### config.mk
export PLATFORM = sky130hd
export DESIGN_NAME = ro_read_engine
export DESIGN_NICKNAME = d
export VERILOG_FILES = /design/src/hdl/mem_bus_pkg.sv /design/src/hdl/read_req_pkg.sv /design/src/hdl/ro_read_engine.sv /design/src/hdl/line_word_unpacker.sv /design/src/hdl/rdata_fifo.sv /design/src/hdl/line_request_splitter.sv /design/src/hdl/read_miss_table.sv /design/src/hdl/arid_free_list.sv
export SDC_FILE = /design/constraint.sdc
export NUM_CORES = 2
export LEC_CHECK = 0
export BUFFER_PORTS_ARGS = -buffer_cell sky130_fd_sc_hd__buf_2
export CAP_MARGIN = 20
export CORE_MARGIN = 1.5
export CORE_UTILIZATION = 35
export CTS_CLUSTER_DIAMETER = 50
export DETAILED_ROUTE_END_ITERATION = 8
export GPL_ROUTABILITY_DRIVEN = 0
export GPL_TIMING_DRIVEN = 0
export PLACE_DENSITY = 0.53
export SYNTH_ARGS = -nofsm -noshare
export SYNTH_HDL_FRONTEND = slang
export SYNTH_SLANG_ARGS = --single-unit
### constraint.sdc
create_clock -name clk -period 29 [get_ports clk]
set_input_delay 1.45 -clock clk [delete_from_list [all_inputs] [get_ports clk]]
set_output_delay 1.45 -clock clk [all_outputs]
set_load 0.02 [all_outputs]
### src/hdl/mem_bus_pkg.sv
`default_nettype none

// widths of the memory read bus and the cache line layout
package mem_bus_pkg;

   localparam int ADDR_BITS  = 32;
   localparam int WORD_BITS  = 32;
   localparam int LINE_WORDS = 16;
   localparam int LINE_BITS  = LINE_WORDS * WORD_BITS;   // 512, one 64-byte line

   typedef logic [ADDR_BITS-1:0] addr_t;                  // byte address
   typedef logic [WORD_BITS-1:0] word_t;
   typedef logic [LINE_BITS-1:0] line_t;

   // word slot inside a line
   typedef logic [$clog2(LINE_WORDS)-1:0] line_word_idx_t;

endpackage

`default_nettype wire
### src/hdl/read_req_pkg.sv
`default_nettype none

// request side types shared by the splitter, miss table and unpacker
package read_req_pkg;

   localparam int TAG_BITS        = 4;
   localparam int WORD_COUNT_BITS = 8;

   typedef logic [TAG_BITS-1:0]        tag_t;
   typedef logic [WORD_COUNT_BITS-1:0] word_count_t;   // run length or word position

   // one bit per word of a cache line
   typedef logic [mem_bus_pkg::LINE_WORDS-1:0] word_mask_t;

   typedef enum logic {
      split_idle,
      split_issue
   } split_state_t;

endpackage

`default_nettype wire

### src/hdl/ro_read_engine.sv
`timescale 1ns/1ps
`default_nettype none

module ro_read_engine #(
   parameter int ID_BITS        = 5,
   parameter int FIFO_LOG_DEPTH = 2
) (
   input  logic                      clk,
   input  logic                      rstn,

   input  logic                      req_valid,
   output logic                      req_ready,
   input  mem_bus_pkg::addr_t        req_addr,
   input  read_req_pkg::word_count_t req_words,
   input  read_req_pkg::tag_t        req_tag,

   output logic                      arvalid,
   input  logic                      arready,
   output mem_bus_pkg::addr_t        araddr,
   output logic [ID_BITS-1:0]        arid,

   input  logic                      rvalid,
   output logic                      rready,
   input  logic [ID_BITS-1:0]        rid,
   input  mem_bus_pkg::line_t        rdata,

   output logic                      out_valid,
   input  logic                      out_ready,
   output mem_bus_pkg::word_t        out_word,
   output read_req_pkg::tag_t        out_tag,
   output read_req_pkg::word_count_t out_word_id,
   output logic                      out_line_last,

   output logic                      idle
);

   import mem_bus_pkg::*;
   import read_req_pkg::*;

   logic               id_alloc;
   logic [ID_BITS-1:0] alloc_id;
   logic               id_empty;
   logic               id_release;
   logic [ID_BITS-1:0] release_id;

   logic               mt_wr_en;
   word_mask_t         mt_wr_mask;
   tag_t               mt_wr_tag;
   word_count_t        mt_wr_start;
   logic [ID_BITS-1:0] mt_rd_id;
   word_mask_t         mt_rd_mask;
   tag_t               mt_rd_tag;
   word_count_t        mt_rd_start;

   logic               fifo_full;
   logic               fifo_empty;
   logic               fifo_pop;
   logic [ID_BITS-1:0] fifo_id;
   line_t              fifo_line;

   assign rready = !fifo_full;

   arid_free_list #(
      .ID_BITS(ID_BITS)
   ) u_free_list (
      .clk        (clk),
      .rstn       (rstn),
      .alloc      (id_alloc),
      .alloc_id   (alloc_id),
      .empty      (id_empty),
      .release_en (id_release),
      .release_id (release_id),
      .all_free   (idle)
   );

   read_miss_table #(
      .ID_BITS(ID_BITS)
   ) u_miss_table (
      .clk      (clk),
      .wr_en    (mt_wr_en),
      .wr_id    (alloc_id),     // same id that goes out on arid
      .wr_mask  (mt_wr_mask),
      .wr_tag   (mt_wr_tag),
      .wr_start (mt_wr_start),
      .rd_id    (mt_rd_id),
      .rd_mask  (mt_rd_mask),
      .rd_tag   (mt_rd_tag),
      .rd_start (mt_rd_start)
   );

   line_request_splitter #(
      .ID_BITS(ID_BITS)
   ) u_splitter (
      .clk       (clk),
      .rstn      (rstn),
      .req_valid (req_valid),
      .req_ready (req_ready),
      .req_addr  (req_addr),
      .req_words (req_words),
      .req_tag   (req_tag),
      .arvalid   (arvalid),
      .arready   (arready),
      .araddr    (araddr),
      .arid      (arid),
      .id_alloc  (id_alloc),
      .id_free   (alloc_id),
      .id_empty  (id_empty),
      .mt_wr_en  (mt_wr_en),
      .mt_mask   (mt_wr_mask),
      .mt_tag    (mt_wr_tag),
      .mt_start  (mt_wr_start)
   );

   rdata_fifo #(
      .ID_BITS        (ID_BITS),
      .FIFO_LOG_DEPTH (FIFO_LOG_DEPTH)
   ) u_rdata_fifo (
      .clk     (clk),
      .rstn    (rstn),
      .wr_en   (rvalid && rready),
      .wr_id   (rid),
      .wr_line (rdata),
      .full    (fifo_full),
      .rd_en   (fifo_pop),
      .rd_id   (fifo_id),
      .rd_line (fifo_line),
      .empty   (fifo_empty)
   );

   line_word_unpacker #(
      .ID_BITS(ID_BITS)
   ) u_unpacker (
      .clk           (clk),
      .rstn          (rstn),
      .fifo_empty    (fifo_empty),
      .fifo_pop      (fifo_pop),
      .line          (fifo_line),
      .rid           (fifo_id),
      .mt_id         (mt_rd_id),
      .mask          (mt_rd_mask),
      .tag           (mt_rd_tag),
      .start         (mt_rd_start),
      .id_release    (id_release),
      .release_id    (release_id),
      .out_valid     (out_valid),
      .out_ready     (out_ready),
      .out_word      (out_word),
      .out_tag       (out_tag),
      .out_word_id   (out_word_id),
      .out_line_last (out_line_last)
   );

endmodule

`default_nettype wire

### src/hdl/line_word_unpacker.sv
`timescale 1ns/1ps
`default_nettype none

module line_word_unpacker #(
   parameter int ID_BITS = 5
) (
   input  logic                      clk,
   input  logic                      rstn,

   input  logic                      fifo_empty,
   output logic                      fifo_pop,
   input  mem_bus_pkg::line_t        line,
   input  logic [ID_BITS-1:0]        rid,

   output logic [ID_BITS-1:0]        mt_id,
   input  read_req_pkg::word_mask_t  mask,
   input  read_req_pkg::tag_t        tag,
   input  read_req_pkg::word_count_t start,

   output logic                      id_release,
   output logic [ID_BITS-1:0]        release_id,

   output logic                      out_valid,
   input  logic                      out_ready,
   output mem_bus_pkg::word_t        out_word,
   output read_req_pkg::tag_t        out_tag,
   output read_req_pkg::word_count_t out_word_id,
   output logic                      out_line_last
);

   import mem_bus_pkg::*;
   import read_req_pkg::*;

   logic           busy;        // a line is being emitted
   line_t          cur_line;
   word_mask_t     cur_mask;    // words not yet sent
   tag_t           cur_tag;
   word_count_t    word_id;
   line_word_idx_t sel;
   logic           out_fire;

   // lowest wanted word goes first
   always_comb begin
      sel = '0;
      for (int i = LINE_WORDS - 1; i >= 0; i--) begin
         if (cur_mask[i]) begin
            sel = line_word_idx_t'(i);
         end
      end
   end

   assign out_valid     = busy;
   assign out_word      = cur_line[sel*WORD_BITS +: WORD_BITS];
   assign out_tag       = cur_tag;
   assign out_word_id   = word_id;
   assign out_line_last = ((cur_mask & (cur_mask - 1'b1)) == '0);   // single bit left
   assign out_fire      = out_valid && out_ready;

   // next line comes in as the last word of this one leaves
   assign fifo_pop = !fifo_empty && (!busy || (out_fire && out_line_last));

   // the id is done once its entry has been read out of the table
   assign mt_id      = rid;
   assign id_release = fifo_pop;
   assign release_id = rid;

   always_ff @(posedge clk) begin
      if (!rstn) begin
         busy <= 1'b0;
      end else if (fifo_pop) begin
         busy <= 1'b1;
      end else if (out_fire && out_line_last) begin
         busy <= 1'b0;
      end
   end

   always_ff @(posedge clk) begin
      if (fifo_pop) begin
         cur_line <= line;
         cur_mask <= mask;
         cur_tag  <= tag;
         word_id  <= start;
      end else if (out_fire) begin
         cur_mask[sel] <= 1'b0;
         word_id       <= word_id + 1'b1;
      end
   end

endmodule

`default_nettype wire

### src/hdl/rdata_fifo.sv
`timescale 1ns/1ps
`default_nettype none

module rdata_fifo #(
   parameter int ID_BITS        = 5,
   parameter int FIFO_LOG_DEPTH = 2
) (
   input  logic               clk,
   input  logic               rstn,

   input  logic               wr_en,
   input  logic [ID_BITS-1:0] wr_id,
   input  mem_bus_pkg::line_t wr_line,
   output logic               full,

   input  logic               rd_en,
   output logic [ID_BITS-1:0] rd_id,
   output mem_bus_pkg::line_t rd_line,
   output logic               empty
);

   import mem_bus_pkg::*;

   logic [ID_BITS-1:0] id_mem   [2**FIFO_LOG_DEPTH];
   line_t              line_mem [2**FIFO_LOG_DEPTH];

   // one extra bit to tell full from empty
   logic [FIFO_LOG_DEPTH:0] wr_ptr;
   logic [FIFO_LOG_DEPTH:0] rd_ptr;

   always_ff @(posedge clk) begin
      if (!rstn) begin
         wr_ptr <= '0;
         rd_ptr <= '0;
      end else begin
         if (wr_en) begin
            wr_ptr <= wr_ptr + 1'b1;
         end
         if (rd_en) begin
            rd_ptr <= rd_ptr + 1'b1;
         end
      end
   end

   always_ff @(posedge clk) begin
      if (wr_en) begin
         id_mem[wr_ptr[FIFO_LOG_DEPTH-1:0]]   <= wr_id;
         line_mem[wr_ptr[FIFO_LOG_DEPTH-1:0]] <= wr_line;
      end
   end

   assign rd_id   = id_mem[rd_ptr[FIFO_LOG_DEPTH-1:0]];
   assign rd_line = line_mem[rd_ptr[FIFO_LOG_DEPTH-1:0]];

   assign empty = (wr_ptr == rd_ptr);
   assign full  = (wr_ptr[FIFO_LOG_DEPTH] != rd_ptr[FIFO_LOG_DEPTH])
                  && (wr_ptr[FIFO_LOG_DEPTH-1:0] == rd_ptr[FIFO_LOG_DEPTH-1:0]);

endmodule

`default_nettype wire

### src/hdl/line_request_splitter.sv
`timescale 1ns/1ps
`default_nettype none

module line_request_splitter #(
   parameter int ID_BITS = 5
) (
   input  logic                      clk,
   input  logic                      rstn,

   input  logic                      req_valid,
   output logic                      req_ready,
   input  mem_bus_pkg::addr_t        req_addr,
   input  read_req_pkg::word_count_t req_words,
   input  read_req_pkg::tag_t        req_tag,

   output logic                      arvalid,
   input  logic                      arready,
   output mem_bus_pkg::addr_t        araddr,
   output logic [ID_BITS-1:0]        arid,

   output logic                      id_alloc,
   input  logic [ID_BITS-1:0]        id_free,
   input  logic                      id_empty,

   output logic                      mt_wr_en,
   output read_req_pkg::word_mask_t  mt_mask,
   output read_req_pkg::tag_t        mt_tag,
   output read_req_pkg::word_count_t mt_start
);

   import mem_bus_pkg::*;
   import read_req_pkg::*;

   localparam int LINE_BYTES = LINE_BITS / 8;
   localparam int LINE_OFS_BITS = $clog2(LINE_BYTES);

   split_state_t   state;
   addr_t          cur_addr;
   word_count_t    words_left;
   word_count_t    next_start;
   tag_t           cur_tag;

   logic           req_fire;
   logic           ar_fire;
   line_word_idx_t word_ofs;
   word_count_t    first_word;
   word_count_t    room;         // words from the offset to the end of the line
   word_count_t    beat_words;
   word_count_t    end_word;
   logic           last_beat;
   word_mask_t     beat_mask;
   addr_t          next_line_addr;

   assign req_ready = (state == split_idle);
   assign req_fire  = req_valid && req_ready;

   // a beat only goes out with an id in hand
   assign arvalid = (state == split_issue) && !id_empty;
   assign ar_fire = arvalid && arready;

   assign word_ofs   = cur_addr[LINE_OFS_BITS-1:2];
   assign first_word = word_count_t'(word_ofs);
   assign room       = word_count_t'(LINE_WORDS) - first_word;
   assign last_beat  = (words_left <= room);
   assign beat_words = last_beat ? words_left : room;
   assign end_word   = first_word + beat_words;

   always_comb begin
      for (int i = 0; i < LINE_WORDS; i++) begin
         beat_mask[i] = (word_count_t'(i) >= first_word) && (word_count_t'(i) < end_word);
      end
   end

   assign next_line_addr = (cur_addr | addr_t'(LINE_BYTES - 1)) + addr_t'(1);

   always_ff @(posedge clk) begin
      if (!rstn) begin
         state <= split_idle;
      end else begin
         case (state)
            split_idle: begin
               if (req_fire) begin
                  state <= split_issue;
               end
            end
            split_issue: begin
               if (ar_fire && last_beat) begin
                  state <= split_idle;
               end
            end
            default: state <= split_idle;
         endcase
      end
   end

   always_ff @(posedge clk) begin
      if (req_fire) begin
         cur_addr   <= req_addr;
         words_left <= req_words;
         next_start <= '0;
         cur_tag    <= req_tag;
      end else if (ar_fire && !last_beat) begin
         cur_addr   <= next_line_addr;   // later beats are line aligned
         words_left <= words_left - beat_words;
         next_start <= next_start + beat_words;
      end
   end

   assign araddr   = cur_addr;
   assign arid     = id_free;
   assign id_alloc = ar_fire;

   assign mt_wr_en = ar_fire;
   assign mt_mask  = beat_mask;
   assign mt_tag   = cur_tag;
   assign mt_start = next_start;

endmodule

`default_nettype wire

### src/hdl/read_miss_table.sv
`timescale 1ns/1ps
`default_nettype none

module read_miss_table #(
   parameter int ID_BITS = 5
) (
   input  logic                      clk,

   input  logic                      wr_en,
   input  logic [ID_BITS-1:0]        wr_id,
   input  read_req_pkg::word_mask_t  wr_mask,
   input  read_req_pkg::tag_t        wr_tag,
   input  read_req_pkg::word_count_t wr_start,

   input  logic [ID_BITS-1:0]        rd_id,
   output read_req_pkg::word_mask_t  rd_mask,
   output read_req_pkg::tag_t        rd_tag,
   output read_req_pkg::word_count_t rd_start
);

   import read_req_pkg::*;

   word_mask_t  mask_mem  [2**ID_BITS];   // wanted words of the line
   tag_t        tag_mem   [2**ID_BITS];
   word_count_t start_mem [2**ID_BITS];   // request position of the first wanted word

   always_ff @(posedge clk) begin
      if (wr_en) begin
         mask_mem[wr_id]  <= wr_mask;
         tag_mem[wr_id]   <= wr_tag;
         start_mem[wr_id] <= wr_start;
      end
   end

   assign rd_mask  = mask_mem[rd_id];
   assign rd_tag   = tag_mem[rd_id];
   assign rd_start = start_mem[rd_id];

endmodule

`default_nettype wire

### src/hdl/arid_free_list.sv
`timescale 1ns/1ps
`default_nettype none

module arid_free_list #(
   parameter int ID_BITS = 5
) (
   input  logic               clk,
   input  logic               rstn,

   input  logic               alloc,
   output logic [ID_BITS-1:0] alloc_id,
   output logic               empty,

   input  logic               release_en,
   input  logic [ID_BITS-1:0] release_id,

   output logic               all_free
);

   localparam logic [ID_BITS:0] N_IDS = 2**ID_BITS;

   logic [ID_BITS-1:0] ring [2**ID_BITS];
   logic [ID_BITS-1:0] head;
   logic [ID_BITS-1:0] tail;
   logic [ID_BITS:0]   count;   // ids currently in the ring

   always_ff @(posedge clk) begin
      if (!rstn) begin
         // every id starts out free, in order
         for (int i = 0; i < 2**ID_BITS; i++) begin
            ring[i] <= ID_BITS'(i);
         end
         head  <= '0;
         tail  <= '0;
         count <= N_IDS;
      end else begin
         if (alloc) begin
            head <= head + 1'b1;
         end
         if (release_en) begin
            ring[tail] <= release_id;
            tail       <= tail + 1'b1;
         end
         if (alloc && !release_en) begin
            count <= count - 1'b1;
         end else if (release_en && !alloc) begin
            count <= count + 1'b1;
         end
      end
   end

   assign alloc_id = ring[head];
   assign empty    = (count == '0);
   assign all_free = (count == N_IDS);

endmodule

`default_nettype wire

# After elaboration in Yosys (flattened, before gate mapping)
# Memory sizes are Yosys's and may differ from the RTL's. A register that Yosys moved wholly into a read port is not among the register bits.
# Index checks and enable logic that the tools add are counted.
# op_classes
magnitude_cmp	35
n_shift	1
mux	49
n_eq_ne	4
reduce_logical	44
addsub	13
n_bitwise	4
# op_table
cell	n
512-bit by 10-bit variable part select with 32-bit output	1
4-bit by 8-bit less-than comparator with 1-bit output, first input constant	8
32-bit two-way mux	2
4-bit two-way mux	16
8-bit two-way mux	5
32-bit by 1-bit adder with 32-bit output, second input constant	1
16-bit bitwise AND	2
4-bit >= comparator, first input constant	8
3-bit by 8-bit less-than comparator with 1-bit output, first input constant	4
16-bit two-way mux	2
1-bit logical AND	29
5-bit two-way mux	4
3-bit by 4-bit >= comparator with 1-bit output, first input constant	4
16-bit logical NOT	1
1-bit by 8-bit less-than comparator with 1-bit output, first input constant	2
2-bit by 8-bit less-than comparator with 1-bit output, first input constant	2
16-bit inverter	1
16-bit by 1-bit subtractor with 16-bit output, second input constant	1
1-bit two-way mux	14
6-bit two-way mux	2
5-bit by 1-bit adder with 5-bit output, second input constant	2
4-bit by 8-bit adder with 8-bit output	1
8-bit by 1-bit adder with 8-bit output, second input constant	1
8-bit adder	1
other kinds (23)	36
# word_totals
ram_bits	3124
n_memories	6
register_bits	100
word_cells	169
# memory_table
memory	depth	word_bits	read_ports	rd_clocked_by_memory_dff	write_ports	line_no	source
u_rdata_fifo.line_mem	4	512	1	1	1	rdata_fifo.sv:25	line_t line_mem [2**FIFO_LOG_DEPTH];
u_miss_table.mask_mem	32	16	1	0	1	read_miss_table.sv:23	word_mask_t mask_mem [2**ID_BITS];
u_miss_table.start_mem	32	8	1	0	1	read_miss_table.sv:25	word_count_t start_mem [2**ID_BITS];
u_free_list.ring	32	5	1	1	32	arid_free_list.sv:22	logic [ID_BITS-1:0] ring [2**ID_BITS];
u_miss_table.tag_mem	32	4	1	1	1	read_miss_table.sv:24	tag_t tag_mem [2**ID_BITS];
u_rdata_fifo.id_mem	4	5	1	1	1	rdata_fifo.sv:24	logic [ID_BITS-1:0] id_mem [2**FIFO_LOG_DEPTH];

# Depth between registers and ports, before layout
# depth
depth_word	24
depth_mapped	20
ltp_nobuf	19

# By module
# Synthesis repeated with hierarchy kept, for this count alone.
# hier_totals
hier_cells	7210
hier_area_um2	143309.9
# modules_own_cells
module	instances	area_each_um2	cells_per_inst
rdata_fifo	1	74873.1	2742
read_miss_table	1	34886.0	1957
line_word_unpacker	1	21194.1	1399
arid_free_list	1	8558.2	699
line_request_splitter	1	3788.6	411
ro_read_engine	1	10.0	2

# Least setup slack after synthesis
# No wires, ideal clock.
# synth_timing
path_type	input port to flip-flop
startpoint	input rvalid
endpoint	memory u_rdata_fifo.id_mem[3][0], enable pin
stages	1
required_time_ns	28.045
t_arrival_ns	13.243
slack_ns	14.802
n_path_buf	0
cell_sequence	and3_1
# synth_via
elab_chain_cells	3
# synth_lines
element	line_no	source
from (decl)	ro_read_engine.sv:22	input logic rvalid,
1-bit logical AND	ro_read_engine.sv:120	.wr_en (rvalid && rready),
1-bit two-way mux	rdata_fifo.sv:46	if (wr_en) begin
1-bit two-way mux (implied by the code)	rdata_fifo.sv:47	id_mem[wr_ptr[FIFO_LOG_DEPTH-1:0]] <= wr_id;
to (decl)	rdata_fifo.sv:24	
# No other way between the ends.

# Worst setup path in the final report
# layout_timing
startpoint	register u_unpacker.cur_mask[5]
endpoint	output out_word[19]
# layout_via
elab_chain_cells	7
# layout_lines
element	line_no	source
from (decl)	line_word_unpacker.sv:36	word_mask_t cur_mask;
from (signal assigned)	line_word_unpacker.sv:80	cur_mask <= mask;
4-bit two-way mux (6 in series)	line_word_unpacker.sv:46	if (cur_mask[i]) begin
512-bit by 10-bit variable part select with 32-bit output	line_word_unpacker.sv:53	assign out_word = cur_line[sel*WORD_BITS +: WORD_BITS];
to (decl)	ro_read_engine.sv:29	output mem_bus_pkg::word_t out_word,
# No other way between the ends.

==> reports/qor.csv <==
metric,value,unit
Pwr Total,17.0,mW
Hold Fails Final Rpt,0,
remaining antenna violation count,0,
max capacitance violation total,0,
global route total overflow,0,
Yosys reg bits,3747,
Synth area leader,edfxtp_1,
cts bufs inserted,415,
# setup viols final,0,
hold_buf cts,0,
crit start category,register,
largest net degree at the start of global routing,101,
top cell type's share of synthesized area,0.786,
Worst slew margin,0.0744,
crit path DAT,6.98,ns
hold depth,1,
min Tclk post-route,8.43,ns
run status,"complete, no violations",
initial antenna violation count,370,
NumNets Final,9122,
worst hold path type,reg -> reg,
worst r2r path cells,22,
hpwl dp,353000,µm
Max Fclk,119,MHz
Max Buffers Root-to-Sink,4,
Crit. End Element,primary output,
synth warn,0,
Worst Hold Margin,0.506,ns
clk sinks,3747,
footprint of the multi-input gates,28400,µm²
final wirelength,496000,µm
Clock Skews,0.0877,ns
Mapped Area,142000,µm²
Synth Flop Type,edfxtp_1,
Max VDD drop,0.0000974,V
vias in the first global route,78200,
die area,409000,µm²
CTS root buf,clkbuf_16,
total global routing track utilization,0.237,
Die W,639,µm
RSZ-0062 raised after global routing,false,
Ports,654,
DR DRC count,0,
H-Tree Depth,5,
clock transition at the registers of the reported paths,0.06,ns
Starting Density,0.352,
register area,112000,µm²
DRT Pass-1 Iters,9,
PortBufs,653,
critical path class,reg -> out,
vias per cell,5.58,
PwrDens,100,nW/µm²
Area Overhead vs Synth,20.3,%
final worst-path cycle share,0.291,
number of library cell types mapped by synthesis,75,
Setup Total Neg Slack,0,ns
mean post-synth cell area,19.6,µm²
sequential fraction of the synthesis area,0.791,
row cnt,233,
worst skew pair latency,1.01,ns
via count,80200,
Post-synth ARST share,0,
Layout fillers,35500,
Core Area,403000,µm²
CTS resizes,0,
P_leak,54.7,nW
Chip Height,639,µm
Register-to-Register Setup Slack,21.73,ns
DR WL/cell,34.5,µm
worst endpoint required time,27.55,ns
Cells after Synth,7212,
Worst-Margin Slew,1.39,ns
fraction of layout instances using a drive strength above 1,0.258,
first-pass GRT wire length,660000,µm
fin. max-slew vios,0,
"EDFF count, synth",3708,
Synth area leaders,"edfxtp_1 (79%), mux4_2 (9.9%), nand2_1 (2.1%)",
TritonCTS clock tree,done,
Worst Path Max Fanout,10,
setup bufs post-CTS,0,
Initial DRC Count,11000,
registers in the layout, indices dropped and copies added (netlist names), 4 cells and up, named ones only:
name	count
u_free_list.count	6
u_free_list.head	5
u_free_list.ring	160
u_free_list.tail	5
u_miss_table.mask_mem	512
u_miss_table.start_mem	256
u_miss_table.tag_mem	128
u_rdata_fifo.id_mem	20
u_rdata_fifo.line_mem	2048
u_splitter.araddr	32
u_splitter.mt_start	8
u_splitter.mt_tag	4
u_splitter.words_left	8
u_unpacker.cur_line	512
u_unpacker.cur_mask	16
u_unpacker.out_tag	4
u_unpacker.out_word_id	8
worst max-delay path, cell delays in order (launching register included):
cell and delay (ns):
edfxtp_1 0.36, clkbuf_1 0.21, nor4_1 1.02, nand2_1 0.42
nor2_1 0.23, clkbuf_2 0.40, buf_12 0.25, buf_2 0.54
buf_2 0.75, a222oi_1 0.20, a21oi_1 0.89, a21oi_1 0.18
nand3_1 0.29, buf_2 0.22
cells by family after synthesis:
group,synth area share
other,0.0000265
AND/OR/NAND/NOR,0.0464
flip-flops,0.791
adder cells (fa/ha/maj),0.00419
XOR/XNOR,0.00402
buffers and inverters,0.0118
AO/OA/AOI/OAI,0.0392
multiplexers,0.103
placed cells by master, fill, tap and decap left out, types with 111 or more instances in the layout:
cell / n
nand3_1: 143
nor2_1: 166
o21ai_0: 122
mux4_2: 624
a22oi_1: 114
nand2_1: 807
diode_2: 129
clkbuf_1: 276
edfxtp_1: 3708
buf_1: 111
clkbuf_16: 418
buf_2: 692
per-layer routing:
layer	track usage	up-vias	wire length [µm]
li1	-	32300	-
met3	0.0698	1418	52200
met2	0.396	4642	242000
met4	0.113	212	27800
met1	0.280	41700	173000
met5	0	-	1290
final timing paths:
check / start / end
max: u_unpacker.cur_mask[5] / out_word[19]
max reg2reg: u_splitter.araddr[3] / u_miss_table.mask_mem[18][1]
min: u_splitter.state / u_splitter.state
min reg2reg: u_splitter.state / u_splitter.state
where the power goes:
group	total [mW]	switching (mW)	leakage, nW	internal, mW
clock network	5.25	2.22	6.56	3.03
registers	7.25	0.293	34.4	6.96
logic	4.54	3.17	13.8	1.37
total	17.0	5.69	54.7	11.4
cell usage after synthesis (all sizes together), types with 35 or more instances:
master	count
edfxtp	3708
nand2	810
mux4	624
clkbuf	235
nor2	207
buf	153
nand3	143
o21ai	122
a22oi	114
and3	107
a31oi	75
nor3	66
a211oi	61
a21oi	61
a311oi	58
nor2b	50
a22o	43
a221oi	42
ha	41
dfxtp	39
inv	39
mux2i	39
xnor2	35
stage by stage:
stage          utilization  area, µm²  setup slack (ns)  cells
2_1_floorplan            -     142000             14.80   7213
3_3_place_gp         0.377     152000              1.91  13300
3_5_place_dp         0.388     156000             21.68  13500
4_1_cts              0.422     170000             20.62  14200
5_1_grt              0.423     170000             20.64  14300
6_report             0.423     171000             20.57  14400
final cells by class:
type / instances / share of cell area
clock inverter: 265 / 0.0161
antenna: 129 / 0.00189
multi-input combinational: 3038 / 0.167
tap: 5405 / 0.0397
sequential: 3747 / 0.658
buffer: 388 / 0.00930
clock buffer: 495 / 0.0631
inverter: 40 / 0.000880
timing repair buffer: 880 / 0.0448
Note: power is estimated with default switching activity, not from simulation.
